$ cat src/hdl/conv_pkg.sv
`default_nettype none

package conv_pkg;

	// lane word width, all lane math wraps at this width
	localparam int DATA_WIDTH = 16;
	localparam int KS_WIDTH = 8;

	typedef logic signed [DATA_WIDTH-1:0] lane_t;

	// mode codes
	localparam logic OP_CONV = 1'b0;
	localparam logic OP_FC = 1'b1;

	// activation codes
	localparam logic [1:0] ACT_NONE = 2'd0;
	localparam logic [1:0] ACT_RELU = 2'd1;

	// window moves of a conv step
	typedef enum logic [1:0] {
		STEP_LOAD = 2'd0,
		STEP_SHIFT = 2'd1,
		STEP_ROW = 2'd2,
		STEP_ROTATE = 2'd3
	} step_kind_t;

	typedef struct packed {
		logic op_type;
		logic [KS_WIDTH-1:0] kernel_size;
		logic [1:0] activation;
	} pass_cfg_t;

	typedef struct packed {
		logic valid;
		step_kind_t kind;
		logic op_type;
		logic [KS_WIDTH-1:0] kernel_size;
	} step_ctrl_t;

endpackage

`default_nettype wire

$ cat src/hdl/mac_array.sv
`timescale 1ns/100ps
`default_nettype none

module mac_array #(
	parameter int PARA_X = 3,
	parameter int PARA_Y = 3
) (
	input wire logic clk,
	input wire logic rst,
	input wire conv_pkg::lane_t [PARA_X*PARA_Y-1:0] lanes,
	input wire conv_pkg::lane_t operand,
	input wire logic step_valid,
	input wire logic capture,
	output conv_pkg::lane_t [PARA_X*PARA_Y-1:0] sums
);

	localparam int LANES = PARA_X * PARA_Y;

	logic valid_d;
	conv_pkg::lane_t [LANES-1:0] prod;

	// window and operand are registered on the step edge, so add one cycle later
	always_ff @(posedge clk or negedge rst) begin
		if (!rst) begin
			valid_d <= 1'b0;
		end else begin
			valid_d <= step_valid;
		end
	end

	// low DATA_WIDTH bits of the product only
	always_comb begin
		for (int k = 0; k < LANES; k++) begin
			prod[k] = lanes[k] * operand;
		end
	end

	// accumulators, cleared as the sums are captured
	always_ff @(posedge clk or negedge rst) begin
		if (!rst) begin
			sums <= '0;
		end else if (capture) begin
			sums <= '0;
		end else if (valid_d) begin
			for (int k = 0; k < LANES; k++) begin
				sums[k] <= sums[k] + prod[k];
			end
		end
	end

endmodule

`default_nettype wire

$ cat config.mk
export PLATFORM = sky130hd
export DESIGN_NAME = mac_array
export DESIGN_NICKNAME = d
export VERILOG_FILES = /design/src/hdl/conv_pkg.sv /design/src/hdl/mac_array.sv
export SDC_FILE = /design/constraint.sdc
export NUM_CORES = 2
export LEC_CHECK = 0
export BUFFER_PORTS_ARGS = -buffer_cell sky130_fd_sc_hd__clkbuf_2
export CAP_MARGIN = 0
export CORE_UTILIZATION = 40
export CTS_BUF_LIST = sky130_fd_sc_hd__clkbuf_4 sky130_fd_sc_hd__clkbuf_8 sky130_fd_sc_hd__clkbuf_16
export DETAILED_ROUTE_END_ITERATION = 12
export PLACE_DENSITY_LB_ADDON = 0.25
export SLEW_MARGIN = 20
export SYNTH_ARGS = -nofsm -noshare
export SYNTH_HDL_FRONTEND = slang
export SYNTH_SLANG_ARGS = --single-unit
$ cat constraint.sdc
create_clock -name clk -period 5.03 [get_ports clk]
set_input_delay 1.006 -clock clk [delete_from_list [all_inputs] [get_ports clk]]
set_output_delay 1.006 -clock clk [all_outputs]
set_load 0.1 [all_outputs]
======== Word level (Yosys, flattened, before mapping) ========
Index checks and enable logic that the tools add are counted.
storage, ports and cells
  register bits ........................... 145
  input port bits ......................... 164
  word-level logic and storage cells ...... 31
cells by class
  $add $sub $neg .......................... 9
  $mul .................................... 9
  muxes and demuxes ....................... 2
  reductions and logical operators ........ 1
operator list
  operator           number
  $mux 144           2
  $add 16x16->16     9
  $mul 16x16->16     9
  $reduce_bool 2->1  1

======== Longest topological paths before layout ========
  depth after elaboration ................. 4
  mapped depth ............................ 25

======== Worst setup path before layout ========
No wires, ideal clock.
  kind .................................... input -> register
  start ................................... input port operand[1]
  end ..................................... register sums[111] (netlist name)
  arrival ................................. 6,613 ps
  setup slack ............................. -1,715 ps
  stages .................................. 23
  path through ............................ buf_2 > buf_2 > clkbuf_1 > clkbuf_1 > and2_1 > fa_1 > inv_1 > fa_1 > fa_1 > fa_1 > inv_1 > fa_1 > inv_1 > fa_1 > inv_1 > ha_1 > a21o_1 > a221oi_1 > o21bai_1 > a21oi_1 > xnor3_1 > mux2i_1 > nor2_1
on the way
  longest elaborated chain between the ends .. 4
RTL lines
  item                           line             text
  start, declared                mac_array.sv:11  input wire conv_pkg::lane_t operand,
  $mul 16x16->16                 mac_array.sv:34  prod[k] = lanes[k] * operand;
  $add 16x16->16                 mac_array.sv:46  sums[k] <= sums[k] + prod[k];
  $mux 144                       mac_array.sv:44  end else if (valid_d) begin
  $mux 144                       mac_array.sv:42  end else if (capture) begin
  end signal, assigned by index  mac_array.sv:46
  end, declared                  mac_array.sv:14  output conv_pkg::lane_t [PARA_X*PARA_Y-1:0] sums
Every way passes these cells. The select of a mux whose other input is x is not followed.
A chain may end at the register's enable or synchronous reset.

======== Worst setup path in the final report ========
  start ................................... input port operand[4]
  end ..................................... register sums[15] (netlist name)
Same word-level chain as after synthesis.

==> flow_summary_export.csv <==
group,metric,value,unit
logic_synthesis,synth_enable_flop_cells,0,
timing,rsz0062_at_grt,"yes",
clock_tree,clockBufferDepth,2,
logic_synthesis,yosys_warnings,0,
timing,tightest_slew,1.03,ns
logic_synthesis,synth_cell_types,46,
logic_synthesis,synth_xor_area_share,6.91,%
floorplanning,start_util,40.5,%
detailed_routing,ant_nets,0,
detailed_routing,drc,0,
timing,timing.final.max_slew_violations,0,
logic_synthesis,async_flop_share,100,%
timing,fin_skew,0.0164,ns
placement,port_buffers,307,
floorplanning,core,120000,µm²
worst_setup_path,crit_fanout,6,
clock_tree,cts_tree,"yes",
detailed_routing,via_per_inst,4.70,
clock_tree,clkTransAtPathRegs,0.07,ns
detailed_routing,post_drt_wl_per_cell,17.7,µm
logic_synthesis,synth_compound_area_share,3.49,%
logic_synthesis,synth_sequential_area_ratio,7.44,%
cells_and_area,nNetsFinal,8095,
hold_path,hold_path.class,"input port to async pin",
detailed_routing,drt_iter0_drc,1770,
timing,layout_worst_path_cycle_share,114,%
placement,globalplace.congestion,0.880,
timing,fmax,174,MHz
worst_setup_path,crit_path_end_kind,"flop",
timing,whs,0.440,ns
detailed_routing,drt-total-wl,144000,µm
cells_and_area,utilization,51.2,%
logic_synthesis,synth_top_family_by_area,"adder cells",
detailed_routing,dr.pass1.iters,5,
timing,setup-violations-final,58,
clock_tree,clkLatencyLatePin,0.56,ns
global_route,grt_overflow,0,
detailed_routing,vias,38200,
logic_synthesis,synth_cells,5695,
status,violations,"negative setup slack",
worst_setup_path,worstPathArrival,6.20,ns
cells_and_area,multiInputGateArea,40800,µm²
global_route,gr-usage-all-layers,24.3,%
worst_setup_path,required,5.47,ns
cells_and_area,seq_area,3630,µm²
floorplanning,die_h,351,µm
logic_synthesis,yosys-top-cells-area,"fa_1 (34%), ha_1 (15%), inv_1 (12%)",
cells_and_area,drive_gt1_share,24.8,%
logic_synthesis,synth_nets,7290,
timing,setup_slack,-0.728,ns
cells_and_area,num-fill-cells,11500,
logic_synthesis,synthAdderAreaFrac,49.6,%
worst_setup_path,start_kind,"input port",
logic_synthesis,synth_area_per_cell,8.56,µm²
status,outcome,"complete, but fails checks",
logic_synthesis,synth_simple_gate_area_share,16.1,%
job,drv_cap,0,
clock_tree,clkSinkCount,145,
cells_and_area,syn_to_final_growth,26.5,%
worst_setup_path,criticalPathCategory,"input port to flop",
floorplanning,dieWidth,351,µm
global_route,first_global_vias,41000,
logic_synthesis,synth_top_area_cell,"fa_1",
clock_tree,cts_made_buffers,17,
logic_synthesis,synth_top_flop_cell,"dfrtp_1",
global_route,grt_max_degree,84,
placement,dpl.hpwl,116000,µm
timing,max-slew-margin-rel,31.1,%
global_route,grt_pass1_wl,229000,µm
logic_synthesis,yosysTopAreaCellShare,34.4,%
floorplanning,die-area,123000,µm²
floorplanning,rows,127,
global_route,antenna_found_initial,17,
timing,hold_viol,0,
logic_synthesis,syn_area,48800,µm²
logic_synthesis,yosys-mux-area-fraction,2.22,%
floorplanning,ios,308,
logic_synthesis,synth-seq-cells,145,
clock_tree,cts-root-buf,"clkbuf_16",
timing,finalCriticalPeriod,5.76,ns
clock_tree,htreeDepth,4,
-- synth_stat cells, types with 18 or more instances --
cell / count
buf_2: 23
ha_1: 594
fa_1: 837
xor2_1: 60
nand2_1: 466
and2_1: 777
mux2i_1: 108
clkbuf_1: 197
a21oi_1: 102
xnor2_1: 299
nor2_1: 201
dfrtp_1: 145
a211oi_1: 23
inv_1: 1603
nand2b_1: 22
a21o_1: 18
o21ai_0: 71
-- logic make-up (layout without fill, tap and decap cells) --
group / count (synthesis) / in the layout
and+or+nand+nor: 1519 / 1519
AOI/OAI and AO/OA: 283 / 283
adders and majority gates: 1431 / 1431
xor gates and xnor gates: 369 / 369
buffers and inverters: 1840 / 2658
DFF: 145 / 145
other: 0 / 6
muxes: 108 / 108
-- per-layer routing --
layer | global-route usage (%) | up-vias | wire length (µm)
met2 | 40.1 | 629 | 68200
met3 | 4.27 | 148 | 7000
met4 | 5.63 | 20 | 3260
met1 | 33.1 | 19300 | 65500
met5 | 0 | - | 116
li1 | - | 18100 | -
-- layout make-up --
type / count / area share (%)
Multi-Input combinational cell: 3710 / 66.1
Inverter: 1603 / 9.76
Sequential cell: 145 / 5.89
Clock buffer: 22 / 0.771
Timing Repair Buffer: 1023 / 13.9
Antenna cell: 6 / 0.0244
Clock inverter: 10 / 0.294
Tap cell: 1612 / 3.27
-- worst max-delay path, cell delays in order --
cell and delay, ns:
buf_16 0.13, buf_12 0.15, buf_12 0.14, buf_6 0.12
and2_4 0.13, fa_1 0.55, inv_2 0.05, fa_1 0.48
inv_1 0.05, fa_2 0.52, fa_1 0.45, fa_1 0.51
inv_1 0.05, fa_1 0.49, inv_2 0.05, ha_4 0.23
a21oi_2 0.11, o21ai_1 0.08, a21oi_2 0.20, o21ai_1 0.09
a21oi_1 0.15, xnor3_1 0.23, mux2i_1 0.15, nor2_1 0.06
-- flip-flops by register name (all words and copies together), names as in the netlist --
register	flops
sums	144
valid_d	1
-- stage by stage --
step	cells	worst slack, ns	setup TNS, ns	instance area, µm²
finish	8131	-0.728	-19.73	61700
global route	8130	-0.856	-27.85	61700
CTS	8094	-0.671	-17.15	60500
detailed placement	7970	-1.48	-68.41	57200
global placement	7970	-1.40	-65.01	57200
floorplan	5695	-1.11	-36.38	49900
-- path summary, 6_finish.rpt --
kind                                       start                     to  slack, ns  cells after the start
min in group clk                      step_valid      valid_d$_DFF_PN0_       0.55                      1
max reg2reg                sums[115]$_DFFE_PN0P_  sums[127]$_DFFE_PN0P_       0.25                     19
min reg2reg                sums[112]$_DFFE_PN0P_  sums[112]$_DFFE_PN0P_       0.56                      2
min                                          rst  sums[113]$_DFFE_PN0P_       0.44                      1
max in group asynchronous                    rst   sums[69]$_DFFE_PN0P_       3.69                      2
max                                   operand[4]   sums[15]$_DFFE_PN0P_      -0.73                     24
-- cell usage in the layout (no fill, tap or decap), types with 144 or more instances in the layout --
cell      instances
and2_1          669
buf_4           537
clkbuf_2        287
dfrtp_1         144
fa_1            794
ha_1            496
inv_1          1474
nand2_1         446
nor2_1          183
xnor2_1         280
-- repair_timing --
action                     4_1_cts  5_1_grt
pin swaps                      317      311
buffers inserted                83       38
hold buffers                     0        0
gates cloned                    14        1
setup endpoints to repair       61       71
gates resized for setup        450      293
Power is not shown: default switching activity piles up to over one toggle a cycle in this logic, so the estimate is an artifact.
