[config.mk]
export PLATFORM = sky130hd
export DESIGN_NAME = pass_sequencer
export DESIGN_NICKNAME = d
export VERILOG_FILES = /design/src/hdl/conv_pkg.sv /design/src/hdl/pass_sequencer.sv
export SDC_FILE = /design/constraint.sdc
export NUM_CORES = 1
export LEC_CHECK = 0
export BUFFER_PORTS_ARGS = -buffer_cell sky130_fd_sc_hd__buf_2
export CORE_MARGIN = 5
export CORE_UTILIZATION = 44
export CTS_CLUSTER_SIZE = 24
export DETAILED_ROUTE_END_ITERATION = 16
export PLACE_DENSITY_LB_ADDON = 0.3
export SLEW_MARGIN = 10
export SYNTH_ARGS = -nofsm -noshare
export SYNTH_HDL_FRONTEND = slang
export SYNTH_SLANG_ARGS = --single-unit
[constraint.sdc]
create_clock -name clk -period 18.9 [get_ports clk]
set_clock_uncertainty 0.15 [all_clocks]
set_input_delay 2.835 -clock clk [delete_from_list [all_inputs] [get_ports clk]]
set_output_delay 2.835 -clock clk [all_outputs]
set_load 0.1 [all_outputs]
[src/hdl/conv_pkg.sv]
`default_nettype none

package conv_pkg;

	// lane word width, all lane math wraps at this width
	localparam int DATA_WIDTH = 16;
	localparam int KS_WIDTH = 8;

	typedef logic signed [DATA_WIDTH-1:0] lane_t;

	// mode codes
	localparam logic OP_CONV = 1'b0;
	localparam logic OP_FC = 1'b1;

	// activation codes
	localparam logic [1:0] ACT_NONE = 2'd0;
	localparam logic [1:0] ACT_RELU = 2'd1;

	// window moves of a conv step
	typedef enum logic [1:0] {
		STEP_LOAD = 2'd0,
		STEP_SHIFT = 2'd1,
		STEP_ROW = 2'd2,
		STEP_ROTATE = 2'd3
	} step_kind_t;

	typedef struct packed {
		logic op_type;
		logic [KS_WIDTH-1:0] kernel_size;
		logic [1:0] activation;
	} pass_cfg_t;

	typedef struct packed {
		logic valid;
		step_kind_t kind;
		logic op_type;
		logic [KS_WIDTH-1:0] kernel_size;
	} step_ctrl_t;

endpackage

`default_nettype wire

[src/hdl/pass_sequencer.sv]
`timescale 1ns/100ps
`default_nettype none

module pass_sequencer (
	input wire logic clk,
	input wire logic rst,
	input wire logic op_type,
	input wire logic [conv_pkg::KS_WIDTH-1:0] kernel_size,
	input wire logic [1:0] activation,
	output conv_pkg::step_ctrl_t step,
	output logic capture,
	output conv_pkg::pass_cfg_t cfg
);

	// wide enough for kernel_size squared plus the two trailing cycles
	localparam int CNT_WIDTH = 2 * conv_pkg::KS_WIDTH + 1;

	logic [CNT_WIDTH-1:0] cnt;
	logic [conv_pkg::KS_WIDTH-1:0] row;
	logic [conv_pkg::KS_WIDTH-1:0] col;
	conv_pkg::pass_cfg_t cur_cfg;
	logic [CNT_WIDTH-1:0] ks_ext;
	logic [CNT_WIDTH-1:0] pass_len;

	// counter 0 runs straight from the ports, later counts from the latched copy
	always_comb begin
		if (cnt == '0) begin
			cur_cfg.op_type = op_type;
			cur_cfg.kernel_size = kernel_size;
			cur_cfg.activation = activation;
		end else begin
			cur_cfg = cfg;
		end
	end

	assign ks_ext = CNT_WIDTH'(cur_cfg.kernel_size);

	// N steps: K*K for conv, K for fc
	assign pass_len = (cur_cfg.op_type == conv_pkg::OP_FC) ? ks_ext : ks_ext * ks_ext;

	// last product lands at N, sums are taken one cycle later
	assign capture = (cnt == pass_len + 1'b1);

	always_comb begin
		step.valid = (cnt < pass_len);
		step.op_type = cur_cfg.op_type;
		step.kernel_size = cur_cfg.kernel_size;
		if (cnt == '0) begin
			step.kind = conv_pkg::STEP_LOAD;
		end else if (row == '0) begin
			step.kind = conv_pkg::STEP_SHIFT;
		end else if (col == '0) begin
			step.kind = conv_pkg::STEP_ROW;
		end else begin
			step.kind = conv_pkg::STEP_ROTATE;
		end
	end

	// step counter plus kernel row and column of the current step
	always_ff @(posedge clk or negedge rst) begin
		if (!rst) begin
			cnt <= '0;
			row <= '0;
			col <= '0;
		end else if (capture) begin
			cnt <= '0;
			row <= '0;
			col <= '0;
		end else begin
			cnt <= cnt + 1'b1;
			if (step.valid) begin
				if (col == cur_cfg.kernel_size - 1'b1) begin
					col <= '0;
					row <= row + 1'b1;
				end else begin
					col <= col + 1'b1;
				end
			end
		end
	end

	// pass configuration, held for the rest of the pass
	always_ff @(posedge clk or negedge rst) begin
		if (!rst) begin
			cfg <= '0;
		end else if (cnt == '0) begin
			cfg <= cur_cfg;
		end
	end

	// only 3x3 and 5x5 move patterns exist in the window bank
	conv_ks_legal: assert property (@(posedge clk) disable iff (!rst)
		(cnt == '0 && op_type == conv_pkg::OP_CONV)
		|=> (cfg.kernel_size == 8'd3 || cfg.kernel_size == 8'd5))
		else $error("conv pass latched with kernel_size %0d", cfg.kernel_size);

endmodule

`default_nettype wire

### Word-level counts from Yosys, hierarchy flattened

Cells that the tools add are included.

* register bits after elaboration: 44
* latch bits: 0
* RAM bits: 0
* bits in read-only memories: 0
* input port bits: 13
* output and inout port bits: 24
* word-level logic and storage cells: 33
* memories: 0

* add/sub/neg operators: 5
* multiply operators: 1
* divide/modulo/power cells: 0
* $lt $le $gt $ge: 1
* equality and inequality tests: 2
* shift-type cells: 0
* muxes and demuxes: 12
* bitwise operators: 0
* reduce and logical (&&, ||, !) cells: 6

Operator list (number)
* 8-bit two-way mux: 6
* 16-bit by 1-bit adder with 17-bit output (second input constant): 1
* 17-bit by 1-bit adder with 17-bit output (second input constant): 1
* 17-bit equality test: 1
* 17-bit zero test: 1
* 17-bit by 16-bit less-than comparator with 1-bit output: 1
* 17-bit two-way mux: 1
* 8-bit by 1-bit adder with 8-bit output (second input constant): 2
* 8-bit zero test: 2
* 8-bit by 8-bit multiplier with 16-bit output: 1
* 16-bit two-way mux: 1
* 11-bit two-way mux: 1
* 8-bit equality test: 1
* 8-bit by 1-bit subtractor with 8-bit output (second input constant): 1
* 2-bit two-way mux: 2
* 2-bit nonzero test: 2
* 2-bit AND reduction: 1
* 1-bit two-way mux: 1

### Longest topological paths before layout

* depth in word-level cells: 8
* depth in mapped cells: 33
* gate-level depth less buffers: 31

### Worst setup path after synthesis

OpenSTA, ideal clock, no wires.

* kind: input to output
* from: input kernel_size[1] in the netlist's numbering
* to: output capture
* arrival time: 10.799 ns
* data required time: 15.915 ns
* slack: 5.116 ns
* stages: 21
* buffers on the path: 0
* path through: nand2_1 nand2_1 inv_1 nor2_1 inv_1 fa_1 fa_1 fa_1 inv_1 fa_1 ha_1 a2111oi_0 o21a_1 o21ai_0 a21oi_1 inv_1 nor4b_1 and3_1 mux2i_1 o31ai_1 nor3b_1

RTL lines
* start, declared: line pass_sequencer.sv:8 `input wire logic [conv_pkg::KS_WIDTH-1:0] kernel_size,`
* end, declared: line pass_sequencer.sv:11 `output logic capture,`

==> flow_metrics.tcl <==
set metrics [dict create \
    outcome "complete, no violations" \
    drtPass1Iterations 4 \
    drv_cap 0 \
    hpwl_um 10800 \
    min_from "cfg[0]$_DFFE_PN0P_" \
    reg2reg_slack_ns 10.36 \
    worstSetupEndpointType "primary output" \
    cts_tree "done" \
    yosysSeqAreaShare 0.204 \
    path_common_cell "fa_1" \
    async_flop_share 1.00 \
    cts-root-buf "clkbuf_16" \
    rr_startpoint "cnt[0]$_DFF_PN0_" \
    fill_cells 1161 \
    routed_wl_um 13700 \
    setup_slack_ns 6.49 \
    hold_viol 0 \
    worst_hold_path_type "register to register" \
    fp.dieH_um 121 \
    fmax_mhz 80.6 \
    synth_flop_cell "dfrtp_1" \
    io_pins 37 \
    synth_most_common_cell "inv_1" \
    yosys-top-cells-area "dfrtp_1, ha_1, fa_1, xnor2_1, inv_1" \
    path_cells "buf_2 > mux2i_1 > buf_4 > clkinv_1 > nand2_1 > fa_1 > fa_1 > fa_1 > inv_1 > fa_1 > ha_1 > a2111oi_0 > o21a_1 > o21ai_0 > a21oi_1 > inv_1 > ha_1 > nor2b_1 > o21ai_0 > nand3_1 > a2111oi_2 > buf_4 > buf_2" \
    synth_cells 636 \
    finalCritPeriodShare 0.656 \
    final_layout_size_suffix_gt1_frac 0.114 \
    chipWidth_um 121 \
    synth_warnings 0 \
    yosys.area.top_type "dfrtp_1" \
    crit_fanout 18 \
    cts_resized 0 \
    slew_headroom 0.472 \
    core-area_sq_um 12000 \
    setup_violations 0 \
    area_growth_pct 8.11 \
    antenna_cells 0 \
    drt-initial-drc-count 260 \
    post_cts_buffers 0 \
    arrival_ns 9.42 \
    min_period_ns 12.41 \
    nNetsFinal 753 \
    drc 0 \
    cts_buffers 5 \
    clock_sinks 44 \
    crit_type "input pin to primary output" \
    postRouteAntennaNets 0 \
    syn_nets 725 \
    cpPeakStageDelay_ns 0.56 \
    grt-ovfl-total 0 \
    grt_pass1_wl_um 22900 \
    synth-edff-count 0 \
    hold_depth 2 \
    insertion_delay_ns 0.29 \
    place_congestion 0.902 \
    vias 4560 \
    wl_per_cell_um 16.9 \
    dp_slack_ns 6.55 \
    track_usage 0.194 \
    grt_pass1_vias 4593 \
    netlist_area_sq_um 5390 \
    rows 40 \
    reg2reg_to "col[7]$_DFFE_PN0P_" \
    syn_avg_cell_area_sq_um 8.47 \
    ys_seq_elements 44 \
    clk_path_buf_depth 2 \
    h-tree-depth 2 \
    fp.dieArea_sq_um 14600 \
    grt_max_degree 45 \
    min_to "cfg[0]$_DFFE_PN0P_" \
    hold_buffers 0 \
    worst_pin_slew_ns 0.792 \
    r2r.worst_path.cells 29 \
    slowest_stage "a2111oi_0" \
    ys_top_cells_by_count "inv_1, nand2_1, nor2_1" \
    start_kind "input pin" \
    setup-tns-final_ns 0 \
    drv_slew 0 \
    post-synth-top-area-fraction 0.204 \
    cts.clk_slew.worst_paths_ns 0.06 \
    cp.required_ns 15.92 \
    antenna_found_initial 0 \
    initial_core_util 0.448 \
    numPortBuffers 36 \
    vias_per_cell 5.62 \
    synth_cell_type_count 69 \
    rsz0062_at_grt "false" \
]
[worst max path at each step]
stage / from / to / slack (ns) / cells after the start
3_5_place_dp: kernel_size[5] / step[11] / 6.55 / 23
3_3_place_gp: kernel_size[5] / step[11] / 6.61 / 23
6_report: kernel_size[5] / step[11] / 6.49 / 23
5_1_grt: kernel_size[5] / capture / 6.01 / 22
4_1_cts: kernel_size[5] / step[11] / 6.53 / 23
2_1_floorplan: kernel_size[1] / capture / 5.12 / 21
[final cells by class]
cell class	instances	area (sq um)	area share
timing repair buffer	42	225	0.0387
tap	147	184	0.0316
clock buffer	5	125	0.0215
inverter	67	251	0.0432
sequential	44	1100	0.189
clock inverter	2	12.5	0.00215
multi-input combinational	504	3920	0.674
[registers in the layout (all words and copies together) (netlist names)]
signal / cells
cfg: 11
col: 8
row: 8
cnt: 17
[layer usage]
layer	GRT usage	vias up	wire (um)	share of wire
met3	0.0234	15	417	0.030
met1	0.264	2239	6460	0.47
li1	-	2226	-	-
met5	0	-	0	0
met4	0.0418	0	183	0.013
met2	0.331	80	6630	0.48
[critical path, delay by kind of cell]
| family | cells | cell delay (ns) |
|---|---|---|
| fa+ha+maj | 6 | 2.78 |
| compound gates | 6 | 1.65 |
| buf+inv | 7 | 1.60 |
| simple gates | 3 | 0.41 |
| mux | 1 | 0.13 |
[placed cells by master (no fill, tap or decap), types with 10 or more instances in the layout]
cell type	instances
a21oi_1	27
and3_1	18
buf_2	36
dfrtp_1	44
fa_1	22
ha_1	54
inv_1	63
mux2i_1	14
nand2_1	62
nand3_1	27
nand4_1	10
nor2_1	62
nor2b_1	15
o21ai_0	25
xnor2_1	39
xor2_1	19
[metrics by stage]
step | instance area [sq um] | util | hold slack (ns) | cells
2_1_floorplan | 5390 | - | 0.324 | 636
3_3_place_gp | 5680 | 0.473 | 0.307 | 804
3_5_place_dp | 5680 | 0.473 | 0.309 | 804
4_1_cts | 5820 | 0.485 | 0.334 | 811
5_1_grt | 5820 | 0.485 | 0.375 | 811
6_report | 5820 | 0.485 | 0.333 | 811
[cells by family after synthesis]
kind of cell,count (synthesis),share of synthesized area
buffers and inverters,88,0.0671
adder cells (fa/ha/maj),76,0.207
AND/OR/NAND/NOR,250,0.249
flip-flops,44,0.204
AO/OA/AOI/OAI,93,0.112
XOR/XNOR,62,0.112
multiplexers,23,0.0479
Power is not shown: default switching activity piles up to over one toggle a cycle in this logic, so the estimate is an artifact.
