--- src/hdl/conv_pkg.sv ---
`default_nettype none

package conv_pkg;

	// lane word width, all lane math wraps at this width
	localparam int DATA_WIDTH = 16;
	localparam int KS_WIDTH = 8;

	typedef logic signed [DATA_WIDTH-1:0] lane_t;

	// mode codes
	localparam logic OP_CONV = 1'b0;
	localparam logic OP_FC = 1'b1;

	// activation codes
	localparam logic [1:0] ACT_NONE = 2'd0;
	localparam logic [1:0] ACT_RELU = 2'd1;

	// window moves of a conv step
	typedef enum logic [1:0] {
		STEP_LOAD = 2'd0,
		STEP_SHIFT = 2'd1,
		STEP_ROW = 2'd2,
		STEP_ROTATE = 2'd3
	} step_kind_t;

	typedef struct packed {
		logic op_type;
		logic [KS_WIDTH-1:0] kernel_size;
		logic [1:0] activation;
	} pass_cfg_t;

	typedef struct packed {
		logic valid;
		step_kind_t kind;
		logic op_type;
		logic [KS_WIDTH-1:0] kernel_size;
	} step_ctrl_t;

endpackage

`default_nettype wire

--- src/hdl/result_stage.sv ---
`timescale 1ns/100ps
`default_nettype none

module result_stage #(
	parameter int PARA_X = 3,
	parameter int PARA_Y = 3
) (
	input wire logic clk,
	input wire logic rst,
	input wire conv_pkg::lane_t [PARA_X*PARA_Y-1:0] sums,
	input wire logic capture,
	input wire logic [1:0] activation,
	output conv_pkg::lane_t [PARA_X*PARA_Y-1:0] result,
	output logic result_ready
);

	localparam int LANES = PARA_X * PARA_Y;

	conv_pkg::lane_t [LANES-1:0] act;

	always_comb begin
		for (int k = 0; k < LANES; k++) begin
			case (activation)
				conv_pkg::ACT_RELU: begin
					// negative sums clamp to zero
					act[k] = sums[k][conv_pkg::DATA_WIDTH-1] ? '0 : sums[k];
				end
				default: begin
					// none, and any code without a function, passes through
					act[k] = sums[k];
				end
			endcase
		end
	end

	// result holds until the next capture
	always_ff @(posedge clk or negedge rst) begin
		if (!rst) begin
			result <= '0;
			result_ready <= 1'b0;
		end else begin
			result_ready <= capture;
			if (capture) begin
				result <= act;
			end
		end
	end

	// one capture per pass, so ready is a single-cycle strobe
	ready_pulse: assert property (@(posedge clk) disable iff (!rst)
		result_ready |=> !result_ready)
		else $error("result_ready high for two cycles");

endmodule

`default_nettype wire

--- config.mk ---
export PLATFORM = sky130hd
export DESIGN_NAME = result_stage
export DESIGN_NICKNAME = d
export VERILOG_FILES = /design/src/hdl/conv_pkg.sv /design/src/hdl/result_stage.sv
export SDC_FILE = /design/constraint.sdc
export NUM_CORES = 1
export LEC_CHECK = 0
export BUFFER_PORTS_ARGS = -buffer_cell sky130_fd_sc_hd__clkbuf_2
export CORE_UTILIZATION = 45
export CTS_BUF_LIST = sky130_fd_sc_hd__clkbuf_4
export CTS_CLUSTER_DIAMETER = 120
export CTS_CLUSTER_SIZE = 30
export DETAILED_ROUTE_END_ITERATION = 12
export MAX_ROUTING_LAYER = met4
export PLACE_DENSITY = 0.8
export SLEW_MARGIN = 20
export SYNTH_ARGS = -nofsm -noshare
export SYNTH_HDL_FRONTEND = slang
export SYNTH_SLANG_ARGS = --single-unit
--- constraint.sdc ---
create_clock -name clk -period 1.5 [get_ports clk]
set_input_delay 0 -clock clk [delete_from_list [all_inputs] [get_ports clk]]
set_output_delay 0 -clock clk [all_outputs]
set_load 0.01 [all_outputs]
* After elaboration in Yosys (flattened, before gate mapping)
Cells that the tools add are included.
** Operators by class
- Multiplexer cells :: 18
- Eq/ne operators :: 1
** Operators with widths (number)
- $mux 16 :: 9
- $mux 15 :: 9
- $eq 2x1->1 const B :: 1
** Word-level totals
- Flip-flop bits (word level) :: 145

* Depth between registers and ports, before layout
- Depth in word-level cells :: 2
- Depth in mapped cells :: 5

* Least setup slack after synthesis
No wires, ideal clock.
- Path type :: input-to-reg
- From :: input port capture
- To :: register result[17] (netlist name)
- Buffers on the path :: 3
- Stages on the path :: 4
- Setup time :: 0.130 ns
- Arrival time :: 0.604 ns
- Data required time :: 1.370 ns
- Setup slack :: 0.766 ns
- Cell sequence :: buf_4 -> buf_4 -> buf_2 -> o22ai_2
** RTL lines
- start: declaration :: RTL line result_stage.sv:11 : input wire logic capture,
- end signal: assignment :: RTL line result_stage.sv:44 : result <= act;
- end: declaration :: RTL line result_stage.sv:13 : output conv_pkg::lane_t [PARA_X*PARA_Y-1:0] result,
No word-level cell between the ends.

* Final worst setup path
- From :: input port sums[1] (netlist name)
- To :: register result[1] (netlist name)
** On the way
- Word-level cells in the longest chain between the ends :: 2
** RTL lines
- start: declaration :: RTL line result_stage.sv:10 : input wire conv_pkg::lane_t [PARA_X*PARA_Y-1:0] sums,
- $mux 15 :: RTL line result_stage.sv:26 : act[k] = sums[k][conv_pkg::DATA_WIDTH-1] ? '0 : sums[k];
- $mux 16 (*) :: RTL line result_stage.sv:23 : case (activation)
Mark *: on every way between the ends. The rest lies on a longest branch, timed or not.
A chain may end at the register's enable or synchronous reset.

==> run_summary.xml <==
<?xml version="1.0" encoding="UTF-8"?>
<metrics>
  <group name="run_status">
    <metric name="run_status" unit="">finished with violations</metric>
    <metric name="failed_checks" unit="">negative setup slack</metric>
  </group>
  <group name="yosys">
    <metric name="yosysUniqueCellTypes" unit="">13</metric>
    <metric name="post_synth_mux_area_share" unit="%">0</metric>
    <metric name="synth_area_in_compound_gates" unit="%">21.6</metric>
    <metric name="instance_count_of_the_mapped_netlist" unit="">638</metric>
    <metric name="ys_top_cells_by_count" unit="">sky130_fd_sc_hd__dfrtp_1, sky130_fd_sc_hd__inv_1, sky130_fd_sc_hd__nand2_1</metric>
    <metric name="synth-main-ff-cell" unit="">sky130_fd_sc_hd__dfrtp_1</metric>
    <metric name="yosysMostFrequentCell" unit="">sky130_fd_sc_hd__dfrtp_1</metric>
    <metric name="ffs_latches_synth" unit="">145</metric>
    <metric name="syn-mean-instance-area" unit="um^2">10.6</metric>
    <metric name="synth-seq-area-share" unit="%">53.6</metric>
    <metric name="post_syn_area" unit="um^2">6770</metric>
    <metric name="synthDominantAreaCellType" unit="">sky130_fd_sc_hd__dfrtp_1</metric>
    <metric name="post_synth_main_area_contributors" unit="">sky130_fd_sc_hd__dfrtp_1, sky130_fd_sc_hd__o22ai_2, sky130_fd_sc_hd__inv_1</metric>
    <metric name="post_synth_xor_area_fraction" unit="%">0</metric>
    <metric name="post_synth_fa_ha_maj_area_fraction" unit="%">0</metric>
    <metric name="synthDominantCellAreaShare" unit="%">53.6</metric>
    <metric name="postSynthNetCount" unit="">787</metric>
    <metric name="synth_enable_flop_cells" unit="">0</metric>
    <metric name="synth_simple_gate_area_share" unit="%">9.25</metric>
    <metric name="asyncSetResetFlopFracSynth" unit="%">100</metric>
    <metric name="main_combinational_cell_family_by_area_after_synthesis" unit="">compound AO/OA/AOI/OAI gates</metric>
    <metric name="synth_warnings" unit="">0</metric>
  </group>
  <group name="clock_tree">
    <metric name="clk-insertion-delay-late" unit="ps">520</metric>
    <metric name="root_buffer" unit="">sky130_fd_sc_hd__clkbuf_4</metric>
    <metric name="max-clock-path-buffers" unit="">2</metric>
    <metric name="post_cts_buffers" unit="">0</metric>
    <metric name="cts_tree" unit="">yes</metric>
    <metric name="clkSlewWorstSetupHoldPaths" unit="ps">130</metric>
    <metric name="tritoncts_num_sinks" unit="">145</metric>
    <metric name="cts-buffers-inserted" unit="">17</metric>
    <metric name="htreeDepth" unit="">4</metric>
  </group>
  <group name="sta">
    <metric name="layout_min_cycle_time" unit="ps">1580</metric>
    <metric name="final_critical_path_setup_slack" unit="ps">-84.5</metric>
    <metric name="setup_violations" unit="">6</metric>
    <metric name="min_period_over_period" unit="%">106</metric>
    <metric name="slew_viol_final" unit="">0</metric>
    <metric name="final_hold_viol_count" unit="">0</metric>
    <metric name="finalHoldWorstSlack" unit="ps">56.1</metric>
    <metric name="worst-slew-pin-transition" unit="ps">383</metric>
    <metric name="max_slew_margin" unit="%">74.5</metric>
    <metric name="clock.fmax" unit="GHz">0.631</metric>
    <metric name="finalClockSkew" unit="ps">0</metric>
  </group>
  <group name="drt">
    <metric name="ant_nets" unit="">0</metric>
    <metric name="first_iter_violations" unit="">346</metric>
    <metric name="drtPass1Iterations" unit="">4</metric>
    <metric name="drt-wirelength-per-cell" unit="um">17.1</metric>
    <metric name="route.detailed.drc" unit="">0</metric>
    <metric name="via_count" unit="">6646</metric>
    <metric name="route.detailed.vias_per_inst" unit="">5.00</metric>
    <metric name="finalWirelength" unit="um">22600</metric>
  </group>
  <group name="cells_and_area">
    <metric name="layout-drive-gt1-share" unit="%">38.2</metric>
    <metric name="final_cells" unit="">1328</metric>
    <metric name="area_growth" unit="%">57.1</metric>
    <metric name="layout.nets" unit="">1279</metric>
  </group>
  <group name="hold_path">
    <metric name="hold_path_class" unit="">primary input to flip-flop</metric>
  </group>
  <group name="critical_path">
    <metric name="critPathKind" unit="">primary input to flip-flop</metric>
    <metric name="critPathRequiredTime" unit="ps">1910</metric>
    <metric name="worst_ep_arrival" unit="ps">2000</metric>
    <metric name="cp-end-kind" unit="">flip-flop</metric>
    <metric name="crit_path_max_fanout" unit="">1</metric>
    <metric name="setup.worst_path.start_class" unit="">primary input</metric>
  </group>
  <group name="floorplanning">
    <metric name="std_cell_rows" unit="">44</metric>
    <metric name="dieArea" unit="um^2">15500</metric>
    <metric name="io-pin-count" unit="">294</metric>
    <metric name="die_h" unit="um">125</metric>
    <metric name="initial_cell_density_of_the_core" unit="%">46.4</metric>
    <metric name="die_width" unit="um">125</metric>
    <metric name="core_region_area" unit="um^2">14600</metric>
  </group>
  <group name="grt">
    <metric name="globalRouteOverflowTotal" unit="">0</metric>
    <metric name="grt_usage" unit="%">30.3</metric>
    <metric name="pin_count_of_the_biggest_net_entering_global_routing" unit="">57</metric>
    <metric name="antenna_found_initial" unit="">1</metric>
    <metric name="grt_first_pass_wirelength" unit="um">35900</metric>
    <metric name="first_global_vias" unit="">7163</metric>
  </group>
  <group name="power_and_ir_drop">
    <metric name="power_density_cells" unit="nW/um^2">908</metric>
    <metric name="vdd_drop_max" unit="mV">0.697</metric>
    <metric name="p_leak" unit="nW">5.60</metric>
  </group>
  <group name="place">
    <metric name="dpl.hpwl" unit="um">11900</metric>
    <metric name="port_buffers" unit="">293</metric>
    <metric name="placed_cells" unit="">1086</metric>
    <metric name="place_congestion" unit="">0.809</metric>
  </group>
  <group name="flow_run">
    <metric name="max_cap_viol_count" unit="">0</metric>
  </group>
</metrics>
## stage by stage
step / power [mW] / util [%] / area [um^2] / TNS [ps] / setup slack [ps]
final: 9.67 / 73.0 / 10600 / -209 / -84.5
after global routing: 10.1 / 73.0 / 10600 / -38.2 / -36.4
after CTS: 9.61 / 72.7 / 10600 / 0 / 28.5
after detailed placement: 6.37 / 56.3 / 8210 / 0 / 527
after global placement: 6.31 / 56.3 / 8210 / 0 / 568
after floorplan: 5.57 / - / 6770 / 0 / 766
## sequential cells by signal, summed over array words and instances, names as in the netlist
register	count
result	144
result_ready	1
## worst max-delay path, stage by stage
cell and delay [ps]:
sky130_fd_sc_hd__dlygate4sd3_1 540, sky130_fd_sc_hd__clkbuf_2 110, sky130_fd_sc_hd__nand2_1 80, sky130_fd_sc_hd__dlygate4sd3_1 600, sky130_fd_sc_hd__o22ai_2 80, sky130_fd_sc_hd__dlygate4sd3_1 590
## final cells by class
cell class,count,area [um^2]
diodes,1,2.50
clock buffers,17,128
clock inverters,15,190
fillers,937,3940
inverters,144,541
multi-input cells,298,2100
flip-flops and latches,145,3630
well taps,184,230
repair buffers,524,3820
## layout by cell type, fill, tap and decap left out, drive strengths merged
cell	count
and2b	1
buf	24
nand2	144
diode	1
clkinv	5
dfrtp	145
clkbuf	308
dlymetal6s4s	1
clkinvlp	4
and3b	9
dlygate4sd3	208
o22ai	144
bufinv	4
inv	146
## power breakdown
part           internal [mW]  leakage (nW)  switching, mW  total [mW]
combinational           1.17          3.65           1.19        2.37
clock                   1.31         0.159           1.48        2.79
sequential              4.28          1.79          0.230        4.51
total                   6.76          5.60           2.91        9.67
## cells by family after synthesis
logic type             after synthesis
buffers and inverters              195
AND/OR/NAND/NOR                    154
flip-flops                         145
AO/OA/AOI/OAI                      144
## timing repair
action                                  CTS  global route
hold endpoints to repair                290             3
gates resized for setup                   0             4
hold buffers                            207             3
endpoints found under the setup margin    0             6
## worst paths after layout
kind                             start          end  slack [ps]  cells after the start
max                            sums[1]    result[1]         -80                      6
min                            capture    result[4]          60                      3
max reg2reg                result[128]  result[128]         140                      3
min reg2reg                 result[98]   result[98]         540                      2
max in group asynchronous          rst   result[12]         340                      4
min in group asynchronous          rst   result[56]         520                      3
## layer usage
metal,up-vias,global-route usage (%),wire length [um]
li1,3032,-,-
met1,3193,32.9,8510
met2,349,51.5,11700
met3,72,7.69,1630
met4,0,14.7,835
met5,-,-,0
(Power assumes the default switching activity.)
